**src/design/frameGenPkg.sv**
```systemverilog
`default_nettype none

package frameGenPkg;

  // ----------------------------------------------------------
  // widths
  // ----------------------------------------------------------
  localparam int BYTE_W   = 8;
  localparam int STAMP_W  = 24;  // period, event and time counters
  localparam int FRAMES_W = 8;   // frames per burst

  localparam int PERIOD_TICKS = 4096;  // wrap value of the period counter

  // ----------------------------------------------------------
  // frame shape
  // ----------------------------------------------------------
  localparam int RECORDS_PER_FRAME = 16;  // also the length field
  localparam int RECORD_BYTES      = 5;
  localparam int TAG_BYTES         = 10;  // header or footer
  localparam int BYTE_IDX_W        = $clog2(TAG_BYTES);
  localparam int REC_IDX_W         = $clog2(RECORDS_PER_FRAME);

  localparam logic [1:0] HEADER_MARK = 2'b10;
  localparam logic [1:0] RECORD_MARK = 2'b00;
  localparam logic [1:0] FOOTER_MARK = 2'b11;

  localparam logic [BYTE_W-1:0] FRONTEND_ADDR = 8'hAA;

  // fixed dummy hit, same for every record slot
  localparam logic [RECORD_BYTES*BYTE_W-1:0] HIT_RECORD = {
    RECORD_MARK,
    5'd4,      // asic id
    7'd28,     // channel
    13'h1555,  // leading edge
    13'h00E0   // trailing edge
  };

  // byte fifo
  localparam int FIFO_DEPTH    = 256;
  localparam int FIFO_AF_LEVEL = 240;  // almost full at this many entries
  localparam int FIFO_AW       = $clog2(FIFO_DEPTH);

  // 80 bit header / footer word, bytes[TAG_BYTES-1] goes out first
  typedef union packed {
    struct packed {
      logic [1:0]         marker;
      logic [BYTE_W-1:0]  address;
      logic [1:0]         mode;
      logic               zeroSuppress;
      logic [STAMP_W-8:0] spare;        // 17 bits, always zero
      logic               timeWindow;
      logic [STAMP_W-1:0] eventNumber;
      logic               last;         // final frame of the burst
      logic [STAMP_W-1:0] length;
    } hdr;
    struct packed {
      logic [1:0]         marker;
      logic [BYTE_W-1:0]  address;
      logic [1:0]         mode;
      logic               zeroSuppress;
      logic [STAMP_W-8:0] timeStamp;    // time bits 23..7
      logic               timeWindow;
      logic [STAMP_W-1:0] eventNumber;
      logic               last;
      logic [STAMP_W-1:0] length;
    } ftr;
    logic [TAG_BYTES-1:0][BYTE_W-1:0] bytes;
  } frameTag_u;

  typedef enum logic [1:0] {
    stIdle,
    stHeader,
    stRecord,
    stFooter
  } builderState_e;

endpackage

`default_nettype wire

```
**src/design/burstTimer.sv**
```systemverilog
`timescale 1ns/1ps
`default_nettype none

module burstTimer import frameGenPkg::*; (
  input  wire                 CLK,
  input  wire                 RST,
  input  wire                 nimIn,
  input  wire                 regTrigger,
  output logic                nimOut,
  output logic                startPulse,
  output logic [STAMP_W-1:0]  eventNumber,
  output logic [STAMP_W-1:0]  timeStamp
);

  logic               armed;
  logic [STAMP_W-1:0] periodCnt;

  // either trigger source arms the generator
  assign armed = nimIn | regTrigger;

  // ----------------------------------------------------------
  // nim echo
  // ----------------------------------------------------------
  always_ff @(posedge CLK) begin
    if (RST) begin
      nimOut <= 1'b0;
    end else begin
      nimOut <= armed;  // one cycle behind the trigger
    end
  end

  // ----------------------------------------------------------
  // period and event counters
  // ----------------------------------------------------------
  always_ff @(posedge CLK) begin
    if (RST || !armed) begin
      periodCnt   <= STAMP_W'(1);  // first tick a full period after arming
      eventNumber <= '0;
    end else if (periodCnt == STAMP_W'(PERIOD_TICKS)) begin
      periodCnt   <= '0;
      eventNumber <= eventNumber + 1'b1;  // new event on each wrap
    end else begin
      periodCnt <= periodCnt + 1'b1;
    end
  end

  // one cycle wide, period counter only sits at zero for one clock
  assign startPulse = armed && (periodCnt == '0);

  // time since the last burst start
  always_ff @(posedge CLK) begin
    if (RST || !armed) begin
      timeStamp <= '0;
    end else if (startPulse) begin
      timeStamp <= STAMP_W'(1);
    end else if (timeStamp != '0) begin
      // counts up, sticks at all ones
      timeStamp <= timeStamp + {{(STAMP_W-1){1'b0}}, ~&timeStamp};
    end
  end

endmodule

`default_nettype wire

```
**src/design/frameBuilder.sv**
```systemverilog
`timescale 1ns/1ps
`default_nettype none

module frameBuilder import frameGenPkg::*; (
  input  wire                 CLK,
  input  wire                 RST,
  input  wire                 startPulse,
  input  wire  [FRAMES_W-1:0] frameCount,
  input  wire  [STAMP_W-1:0]  eventNumber,
  input  wire  [STAMP_W-1:0]  timeStamp,
  input  wire                 almostFull,
  output logic                wrEn,
  output logic [BYTE_W-1:0]   wrData
);

  builderState_e         state;
  logic [BYTE_IDX_W-1:0] byteIdx;     // byte within tag or record
  logic [REC_IDX_W-1:0]  recordIdx;   // record within frame
  logic [FRAMES_W-1:0]   framesLeft;  // frames still to send, incl. current
  logic [STAMP_W-1:0]    evLatch;     // event number of this burst
  logic [STAMP_W-8:0]    stampLatch;  // footer time field
  logic                  lastFrame;
  logic                  stepEn;
  frameTag_u             tag;
  logic [BYTE_IDX_W-1:0] tagSel;
  logic [BYTE_IDX_W-1:0] recSel;

  assign lastFrame = (framesLeft == FRAMES_W'(1));
  assign stepEn    = !almostFull;  // whole FSM freezes on almost full

  // ----------------------------------------------------------
  // output byte
  // ----------------------------------------------------------
  always_comb begin
    tag = '0;  // mode, zero suppress, spare, time window
    if (state == stFooter) begin
      tag.ftr.marker      = FOOTER_MARK;
      tag.ftr.address     = FRONTEND_ADDR;
      tag.ftr.timeStamp   = stampLatch;
      tag.ftr.eventNumber = evLatch;
      tag.ftr.last        = lastFrame;
      tag.ftr.length      = STAMP_W'(RECORDS_PER_FRAME);
    end else begin
      tag.hdr.marker      = HEADER_MARK;
      tag.hdr.address     = FRONTEND_ADDR;
      tag.hdr.eventNumber = evLatch;
      tag.hdr.last        = lastFrame;
      tag.hdr.length      = STAMP_W'(RECORDS_PER_FRAME);
    end
  end

  // msb first for both tags and records
  assign tagSel = BYTE_IDX_W'(TAG_BYTES - 1) - byteIdx;
  assign recSel = BYTE_IDX_W'(RECORD_BYTES - 1) - byteIdx;

  always_comb begin
    if (state == stRecord) begin
      wrData = HIT_RECORD[recSel*BYTE_W +: BYTE_W];
    end else begin
      wrData = tag.bytes[tagSel];
    end
  end

  assign wrEn = (state != stIdle) && stepEn;  // one byte per active cycle

  // ----------------------------------------------------------
  // sequencing
  // ----------------------------------------------------------
  always_ff @(posedge CLK) begin
    if (RST) begin
      state      <= stIdle;
      byteIdx    <= '0;
      recordIdx  <= '0;
      framesLeft <= '0;
    end else if (stepEn) begin
      case (state)
        stIdle: begin
          byteIdx   <= '0;
          recordIdx <= '0;
          // pulses arriving mid-burst are simply missed
          if (startPulse && frameCount != '0) begin
            framesLeft <= frameCount;
            state      <= stHeader;
          end
        end
        stHeader: begin
          if (byteIdx == BYTE_IDX_W'(TAG_BYTES - 1)) begin
            byteIdx   <= '0;
            recordIdx <= '0;
            state     <= stRecord;
          end else begin
            byteIdx <= byteIdx + 1'b1;
          end
        end
        stRecord: begin
          if (byteIdx == BYTE_IDX_W'(RECORD_BYTES - 1)) begin
            byteIdx <= '0;
            if (recordIdx == REC_IDX_W'(RECORDS_PER_FRAME - 1)) begin
              state <= stFooter;
            end else begin
              recordIdx <= recordIdx + 1'b1;
            end
          end else begin
            byteIdx <= byteIdx + 1'b1;
          end
        end
        stFooter: begin
          if (byteIdx == BYTE_IDX_W'(TAG_BYTES - 1)) begin
            byteIdx <= '0;
            if (lastFrame) begin
              state <= stIdle;
            end else begin
              framesLeft <= framesLeft - 1'b1;
              state      <= stHeader;  // next frame right away
            end
          end else begin
            byteIdx <= byteIdx + 1'b1;
          end
        end
        default: state <= stIdle;
      endcase
    end
  end

  // burst event number and per-frame footer time
  always_ff @(posedge CLK) begin
    if (stepEn && state == stIdle && startPulse) begin
      evLatch <= eventNumber;
    end
    if (stepEn && state == stFooter && byteIdx == '0) begin
      stampLatch <= timeStamp[STAMP_W-1:7];  // used from footer byte 1 on
    end
  end

endmodule

`default_nettype wire

```
**src/design/txByteFifo.sv**
```systemverilog
`timescale 1ns/1ps
`default_nettype none

module txByteFifo import frameGenPkg::*; (
  input  wire                CLK,
  input  wire                RST,
  input  wire                wrEn,
  input  wire  [BYTE_W-1:0]  wrData,
  input  wire                txFull,
  output logic               almostFull,
  output logic               txWr,
  output logic [BYTE_W-1:0]  txData
);

  logic [BYTE_W-1:0]  mem [FIFO_DEPTH];
  logic [FIFO_AW-1:0] wrPtr;
  logic [FIFO_AW-1:0] rdPtr;
  logic [FIFO_AW:0]   count;  // occupancy, one bit wider than pointers
  logic               doWr;
  logic               doRd;

  assign doWr = wrEn && (count != (FIFO_AW+1)'(FIFO_DEPTH));  // drop when full
  assign doRd = !txFull && (count != '0);  // drain whenever tcp side has room

  assign almostFull = (count >= (FIFO_AW+1)'(FIFO_AF_LEVEL));

  // ----------------------------------------------------------
  // storage
  // ----------------------------------------------------------
  always_ff @(posedge CLK) begin
    if (doWr) begin
      mem[wrPtr] <= wrData;
    end
  end

  // pointers wrap by themselves, depth is a power of two
  always_ff @(posedge CLK) begin
    if (RST) begin
      wrPtr <= '0;
      rdPtr <= '0;
      count <= '0;
    end else begin
      if (doWr) begin
        wrPtr <= wrPtr + 1'b1;
      end
      if (doRd) begin
        rdPtr <= rdPtr + 1'b1;
      end
      case ({doWr, doRd})
        2'b10:   count <= count + 1'b1;
        2'b01:   count <= count - 1'b1;
        default: count <= count;  // none or both
      endcase
    end
  end

  // ----------------------------------------------------------
  // tcp side
  // ----------------------------------------------------------
  always_ff @(posedge CLK) begin
    if (RST) begin
      txWr <= 1'b0;
    end else begin
      txWr <= doRd;  // valid one cycle after the read
    end
  end

  always_ff @(posedge CLK) begin
    if (doRd) begin
      txData <= mem[rdPtr];
    end
  end

endmodule

`default_nettype wire

```
**src/design/frameSource.sv**
```systemverilog
`timescale 1ns/1ps
`default_nettype none

module frameSource import frameGenPkg::*; (
  input  wire                 CLK,
  input  wire                 RST,
  input  wire                 nimIn,
  input  wire                 regTrigger,
  input  wire  [FRAMES_W-1:0] frameCount,
  input  wire                 txFull,
  output wire                 nimOut,
  output wire                 txWr,
  output wire  [BYTE_W-1:0]   txData
);

  // timer to builder
  wire               startPulse;
  wire [STAMP_W-1:0] eventNumber;
  wire [STAMP_W-1:0] timeStamp;

  // builder to fifo
  wire               wrEn;
  wire [BYTE_W-1:0]  wrData;
  wire               almostFull;  // back to builder

  burstTimer i_burstTimer (
    .CLK         (CLK),
    .RST         (RST),
    .nimIn       (nimIn),
    .regTrigger  (regTrigger),
    .nimOut      (nimOut),
    .startPulse  (startPulse),
    .eventNumber (eventNumber),
    .timeStamp   (timeStamp)
  );

  frameBuilder i_frameBuilder (
    .CLK         (CLK),
    .RST         (RST),
    .startPulse  (startPulse),
    .frameCount  (frameCount),
    .eventNumber (eventNumber),
    .timeStamp   (timeStamp),
    .almostFull  (almostFull),
    .wrEn        (wrEn),
    .wrData      (wrData)
  );

  txByteFifo i_txByteFifo (
    .CLK        (CLK),
    .RST        (RST),
    .wrEn       (wrEn),
    .wrData     (wrData),
    .txFull     (txFull),
    .almostFull (almostFull),
    .txWr       (txWr),
    .txData     (txData)
  );

endmodule

`default_nettype wire

```
**config.mk**
```make
export PLATFORM = sky130hd
export DESIGN_NAME = frameSource
export DESIGN_NICKNAME = d
export VERILOG_FILES = /design/src/design/frameGenPkg.sv /design/src/design/burstTimer.sv /design/src/design/frameBuilder.sv /design/src/design/txByteFifo.sv /design/src/design/frameSource.sv
export SDC_FILE = /design/constraint.sdc
export NUM_CORES = 2
export LEC_CHECK = 0
export ABC_AREA = 1
export BUFFER_PORTS_ARGS = -buffer_cell sky130_fd_sc_hd__buf_2
export CAP_MARGIN = 5
export CORE_UTILIZATION = 45
export DETAILED_ROUTE_END_ITERATION = 10
export GPL_ROUTABILITY_DRIVEN = 0
export PLACE_DENSITY = 0.74
export SLEW_MARGIN = 20
export SYNTH_ARGS = -nofsm -noshare
export SYNTH_HDL_FRONTEND = slang
export SYNTH_SLANG_ARGS = --single-unit
```
**constraint.sdc**
```tcl
create_clock -name CLK -period 14.1 [get_ports CLK]
set_input_delay 0.705 -clock CLK [delete_from_list [all_inputs] [get_ports CLK]]
set_output_delay 0.705 -clock CLK [all_outputs]
set_load 0.02 [all_outputs]
```
---- After elaboration in Yosys (flattened, before gate mapping) ----
Memory sizes are Yosys's and may differ from the RTL's. A register that Yosys moved wholly into a read port is not among the register bits.
Cells that the tools add are included.
W data, S select, Z words.
word-level totals
  bits in registers ....................... 158
  memory bits (writable) .................. 2048
  input bits .............................. 13
  logic and storage cells ................. 113
  memories ................................ 1
memory list
  memory            depth  width  read ports  clocked after memory_dff  write ports  RTL line          text
  i_txByteFifo.mem  256    8      1           1                         1            txByteFifo.sv:15  logic [BYTE_W-1:0] mem [FIFO_DEPTH];
operators by class
  $add $sub $neg .......................... 12
  magnitude comparators ................... 2
  equality and inequality tests ........... 18
  shift operators ......................... 1
  mux-type cells .......................... 29
  bitwise gates (word level) .............. 2
  reductions and logical operators ........ 32
operator list
  operator                   number
  $add A24 B1 Y24 const B    2
  $mux W8                    5
  $shiftx A40 B8 Y8 const A  1
  $bmux W8 S4                1
  $add A24 B1 Y24            1
  $eq A24 B13 Y1 const B     1
  $logic_not A24 Y1          1
  $pmux W4 S3                2
  $reduce_and A24 Y1         1
  $reduce_bool A24 Y1        1
  $mux W4                    5
  $pmux W9 S2                1
  $mux W17                   1
  $add A8 B1 Y8 const B      2
  $pmux W8 S2                1
  $mux W2                    5
  $ne A2 B2 Y1 const B       5
  $reduce_and A5 Y1          2
  $add A9 B1 Y9 const B      1
  $ge A9 B8 Y1 const B       1
  $logic_and A1 B1 Y1        9
  $mux W9                    1
  $ne A9 B9 Y1 const B       1
  $reduce_bool A9 Y1         1
  other kinds (25)           44

---- Logic depth before layout (Yosys ltp) ----
  word-level depth ........................ 6
  gate-level depth with buffers ........... 19
  gate-level depth less buffers ........... 16

---- By module ----
A second synthesis with hierarchy kept.
second synthesis, totals
  cell total of the unflattened synthesis .. 8957
  area, all modules ....................... 94649.5 µm²
by module, submodules not included
  module        times used  cells an instance  area an instance (µm²)
  txByteFifo    1           7909               87204.9
  burstTimer    1           663                4236.6
  frameBuilder  1           385                3208.1

---- Worst setup path before layout ----
Ideal clock, no wire load.
  kind .................................... reg2reg
  from .................................... register i_frameBuilder.byteIdx[1]
  to ...................................... memory i_txByteFifo.mem[0][0], data pin
  arrival ................................. 12.059 ns
  slack ................................... -0.204 ns
  cell stages (with the launch flop) ...... 11
  cells stage by stage .................... dfxtp_1 > buf_2 > inv_1 > ha_1 > clkinv_1 > nand2_1 > nor2_1 > inv_1 > o21ai_0 > a21oi_1 > a211oi_1
on the way
  longest elaborated chain between the ends .. 4
  elaborated cells on any way between the ends .. 6
ends and longest elaborated chain
  element                                                RTL line             text
  from (decl)                                            frameBuilder.sv:17   logic [BYTE_IDX_W-1:0] byteIdx;
  from (signal assigned)                                 frameBuilder.sv:92   byteIdx <= byteIdx + 1'b1;
  from (signal assigned)                                 frameBuilder.sv:104  byteIdx <= byteIdx + 1'b1;
  from (signal assigned)                                 frameBuilder.sv:117  byteIdx <= byteIdx + 1'b1;
  branches (longest 3 deep; another with $sub A3 B4 Y4)  -
  $mux W8 *                                              frameBuilder.sv:57   if (state == stRecord) begin
  net i_frameBuilder.wrData[0]                           frameBuilder.sv:13   output logic [BYTE_W-1:0] wrData
  to (decl)                                              txByteFifo.sv:15
Mark *: on every way through the listed nets, which the timed path passes. The select of a mux whose other input is x is not followed.

---- Worst setup path in the final report ----
  from .................................... register i_frameBuilder.byteIdx[1]
  to ...................................... memory i_txByteFifo.mem[242][1], data pin
The elaborated chain is that of the path after synthesis.

==> flow_metrics.env <==
export IMPL_rsz0062_at_grt="false"
export IMPL_synth_top_family_by_area="simple AND/OR/NAND/NOR gates"
export IMPL_slew_viol_final=0
export IMPL_n_antenna_cell=0
export IMPL_grt_max_degree=338
export IMPL_cts_buffer_depth=3
export IMPL_drc=0
export IMPL_port_buffers=22
export IMPL_yosys_area_share_adder_pct=0.474
export IMPL_max_slew_worst_pin_slew_ps=1180
export IMPL_total_power_w=0.0165
export IMPL_cap_violations=0
export IMPL_grtUsageMet3_pct=4.75
export IMPL_die_area_mm2=0.211
export IMPL_peakVddDrop_uv=126
export IMPL_powerDensity_mw_per_mm2=160
export IMPL_start_kind="register"
export IMPL_grt_pass1_vias=61500
export IMPL_grt_overflow_total=0
export IMPL_num_rows=167
export IMPL_end_kind="register"
export IMPL_clkLatencyLatePin_ps=890
export IMPL_pin_count=23
export IMPL_wl_per_cell_um=20.8
export IMPL_drtIter0Drc=8760
export IMPL_start_util_pct=45.4
export IMPL_synth_cell_area_mm2=0.0940
export IMPL_final_antenna_net_count=0
export IMPL_setup_violations_final=0
export IMPL_holdBufCountCts=0
export IMPL_drtPass1Iterations=6
export IMPL_clk_pin_slew_ps=60
export IMPL_critPathRequiredTime_ps=14590
export IMPL_synth_top_area_cell="edfxtp_1"
export IMPL_die_y_um=459
export IMPL_final_nets=8665
export IMPL_die_w_um=459
export IMPL_syn_inst=8787
export IMPL_grt_util_all_layers_pct=22.5
export IMPL_clkSinkCount=2214
export IMPL_crit_arrival_ps=5660
export IMPL_clock_root_buffer="clkbuf_16"
export IMPL_dpl_hpwl_um=135000
export IMPL_antenna_found_initial=7
export IMPL_path_max_fanout=100
export IMPL_vias_per_cell=5.52
export IMPL_numCtsBuffers=215
export IMPL_ys_flop_type="edfxtp_1"
export IMPL_vias=64000
export IMPL_slew_headroom_pct=20.9
export IMPL_tns_ps=0
export IMPL_synth_top_area_share_pct=67.0
export IMPL_synth_mux_area_share_pct=0.0106
export IMPL_core_region_area_mm2=0.207
export IMPL_wl_um=241000
export IMPL_areaGrowthSynthToFinish_pct=9.79
export IMPL_place_ws_ps=8850
export IMPL_min_period_ps=5170
export IMPL_ys_seq_area_share_pct=69.5
export IMPL_period_share_pct=36.7
export IMPL_syn_avg_cell_area_um2=10.7
export IMPL_cts_tree="done"
export IMPL_max_freq_mhz=193
export IMPL_synth_xor_area_share_pct=0.429
export IMPL_p_leak_nw=36.8
export IMPL_synth_distinct_cells=51
export IMPL_final_layout_size_suffix_gt1_share_pct=5.16
export IMPL_hold_class="in2reg"
export IMPL_synth_warnings=0
export IMPL_use_met2_pct=36.1
export IMPL_synth_compound_area_share_pct=6.01
export IMPL_syn_nets=8835
export IMPL_crit_type="reg2reg"
export IMPL_synth_seq_cells=2214
export IMPL_skew_ps=90.5
export IMPL_synth_area_leaders="edfxtp_1 67%, nand2_1 8.4%, nor2_1 6.0%"
export IMPL_status="finished, final reports clean"
export IMPL_postCtsResizedCells=0
export IMPL_cts_htree_levels=4
export IMPL_grt_util_met1_pct=29.5
export IMPL_grt_pass1_wl_um=366000
export IMPL_async_flop_share_pct=0
export IMPL_synth_edf_count=2097
export IMPL_finalHoldViolations=0
export IMPL_top_usage_layer="met2"
export IMPL_fill_cells=17500
export IMPL_post_cts_buffers=0
export IMPL_setup_slack_ps=8930
export IMPL_synth_simple_gate_area_share_pct=18.5
## registers in the layout, summed over array words and instances (netlist names)
signal,cells
i_txByteFifo.mem,2048
i_burstTimer.eventNumber,24
i_burstTimer.periodCnt,24
i_burstTimer.timeStamp,24
i_frameBuilder.evLatch,24
i_frameBuilder.stampLatch,17
i_txByteFifo.count,9
i_frameBuilder.framesLeft,8
i_txByteFifo.rdPtr,8
i_txByteFifo.txData,8
i_txByteFifo.wrPtr,8
i_frameBuilder.byteIdx,4
i_frameBuilder.recordIdx,4
i_frameBuilder.state,2
i_burstTimer.nimOut,1
i_txByteFifo.txWr,1
## placed cells by master, fill, tap and decap left out, types with 43 or more instances in the layout
cell type | netlist | routed
a21oi_1 | 192 | 192
buf_4 | 47 | 64
clkbuf_16 | 0 | 215
clkinv_1 | 8 | 64
dfxtp_1 | 117 | 113
edfxtp_1 | 2097 | 2097
inv_1 | 589 | 586
nand2_1 | 2109 | 2108
nand3_1 | 618 | 615
nand4_1 | 43 | 43
nor2_1 | 1493 | 1491
o211ai_1 | 119 | 119
o21ai_0 | 610 | 605
o21ai_1 | 95 | 95
## power by group
part / internal [W] / switching [W] / total, W
Combinational: 0.000700 / 0.00222 / 0.00292
Clock: 0.00329 / 0.00253 / 0.00583
Sequential: 0.00765 / 0.000100 / 0.00775
Total: 0.0116 / 0.00486 / 0.0165
## critical path: stages, from the launching register on
cell,delay (ps)
dfxtp_1,580
inv_1,260
ha_1,450
clkinv_1,190
nand2_1,90
nand3_1,120
o221ai_1,140
o32ai_1,310
nand2_1,150
o21ai_4,80
buf_6,660
buf_4,800
buf_4,830
## synth_stat cells (38+ instances only)
| library cell | instances |
|---|---|
| a21oi_1 | 192 |
| buf_1 | 63 |
| buf_2 | 185 |
| buf_4 | 47 |
| clkbuf_1 | 159 |
| dfxtp_1 | 117 |
| edfxtp_1 | 2097 |
| inv_1 | 589 |
| nand2_1 | 2109 |
| nand3_1 | 618 |
| nand4_1 | 43 |
| nor2_1 | 1493 |
| nor3_1 | 38 |
| o211ai_1 | 119 |
| o21ai_0 | 610 |
| o21ai_1 | 95 |
## per-layer routing
layer | vias to the layer above | part of all wire, %
met5 | - | 0.028
met3 | 533 | 10
met2 | 3319 | 47
li1 | 29400 | -
met4 | 8 | 4.6
met1 | 30700 | 38
## logic make-up after synthesis
family,count (synthesis)
compound gates,1053
xor+xnor,46
fa+ha+maj,35
buf+inv,1091
flops,2214
mux,1
simple gates,4347
## area by class of cell
| class | count | area [um2] | area share, % |
|---|---|---|---|
| Timing Repair Buffer | 103 | 898 | 0.870 |
| Clock buffer | 251 | 5570 | 5.39 |
| Inverter | 601 | 2300 | 2.23 |
| Sequential cell | 2214 | 65300 | 63.3 |
| Tap cell | 2788 | 3490 | 3.38 |
| Multi-Input combinational cell | 5482 | 24100 | 23.3 |
| Clock inverter | 143 | 1590 | 1.54 |
## metrics by stage
stage,hold WS [ps],cell area [um2],instances,util [%]
2_1_floorplan,406,94000,8787,-
3_3_place_gp,418,96000,11200,46.3
3_5_place_dp,420,96000,11200,46.3
4_1_cts,75.9,103000,11600,49.8
5_1_grt,141,103000,11600,49.8
6_report,131,103000,11600,49.8
## path summary, 6_finish.rpt
check | from | endpoint | slack, ps | cells past startpoint
worst min register to register | i_burstTimer.timeStamp[22] | i_frameBuilder.stampLatch[15] | 440 | 0
worst min-delay path | frameCount[7] | i_frameBuilder.framesLeft[7] | 130 | 3
worst max register to register | i_frameBuilder.byteIdx[1] | i_txByteFifo.mem[242][1] | 8930 | 12
worst max-delay path | i_frameBuilder.byteIdx[1] | i_txByteFifo.mem[242][1] | 8930 | 12
No activity file was read; power rests on OpenSTA's default activity.
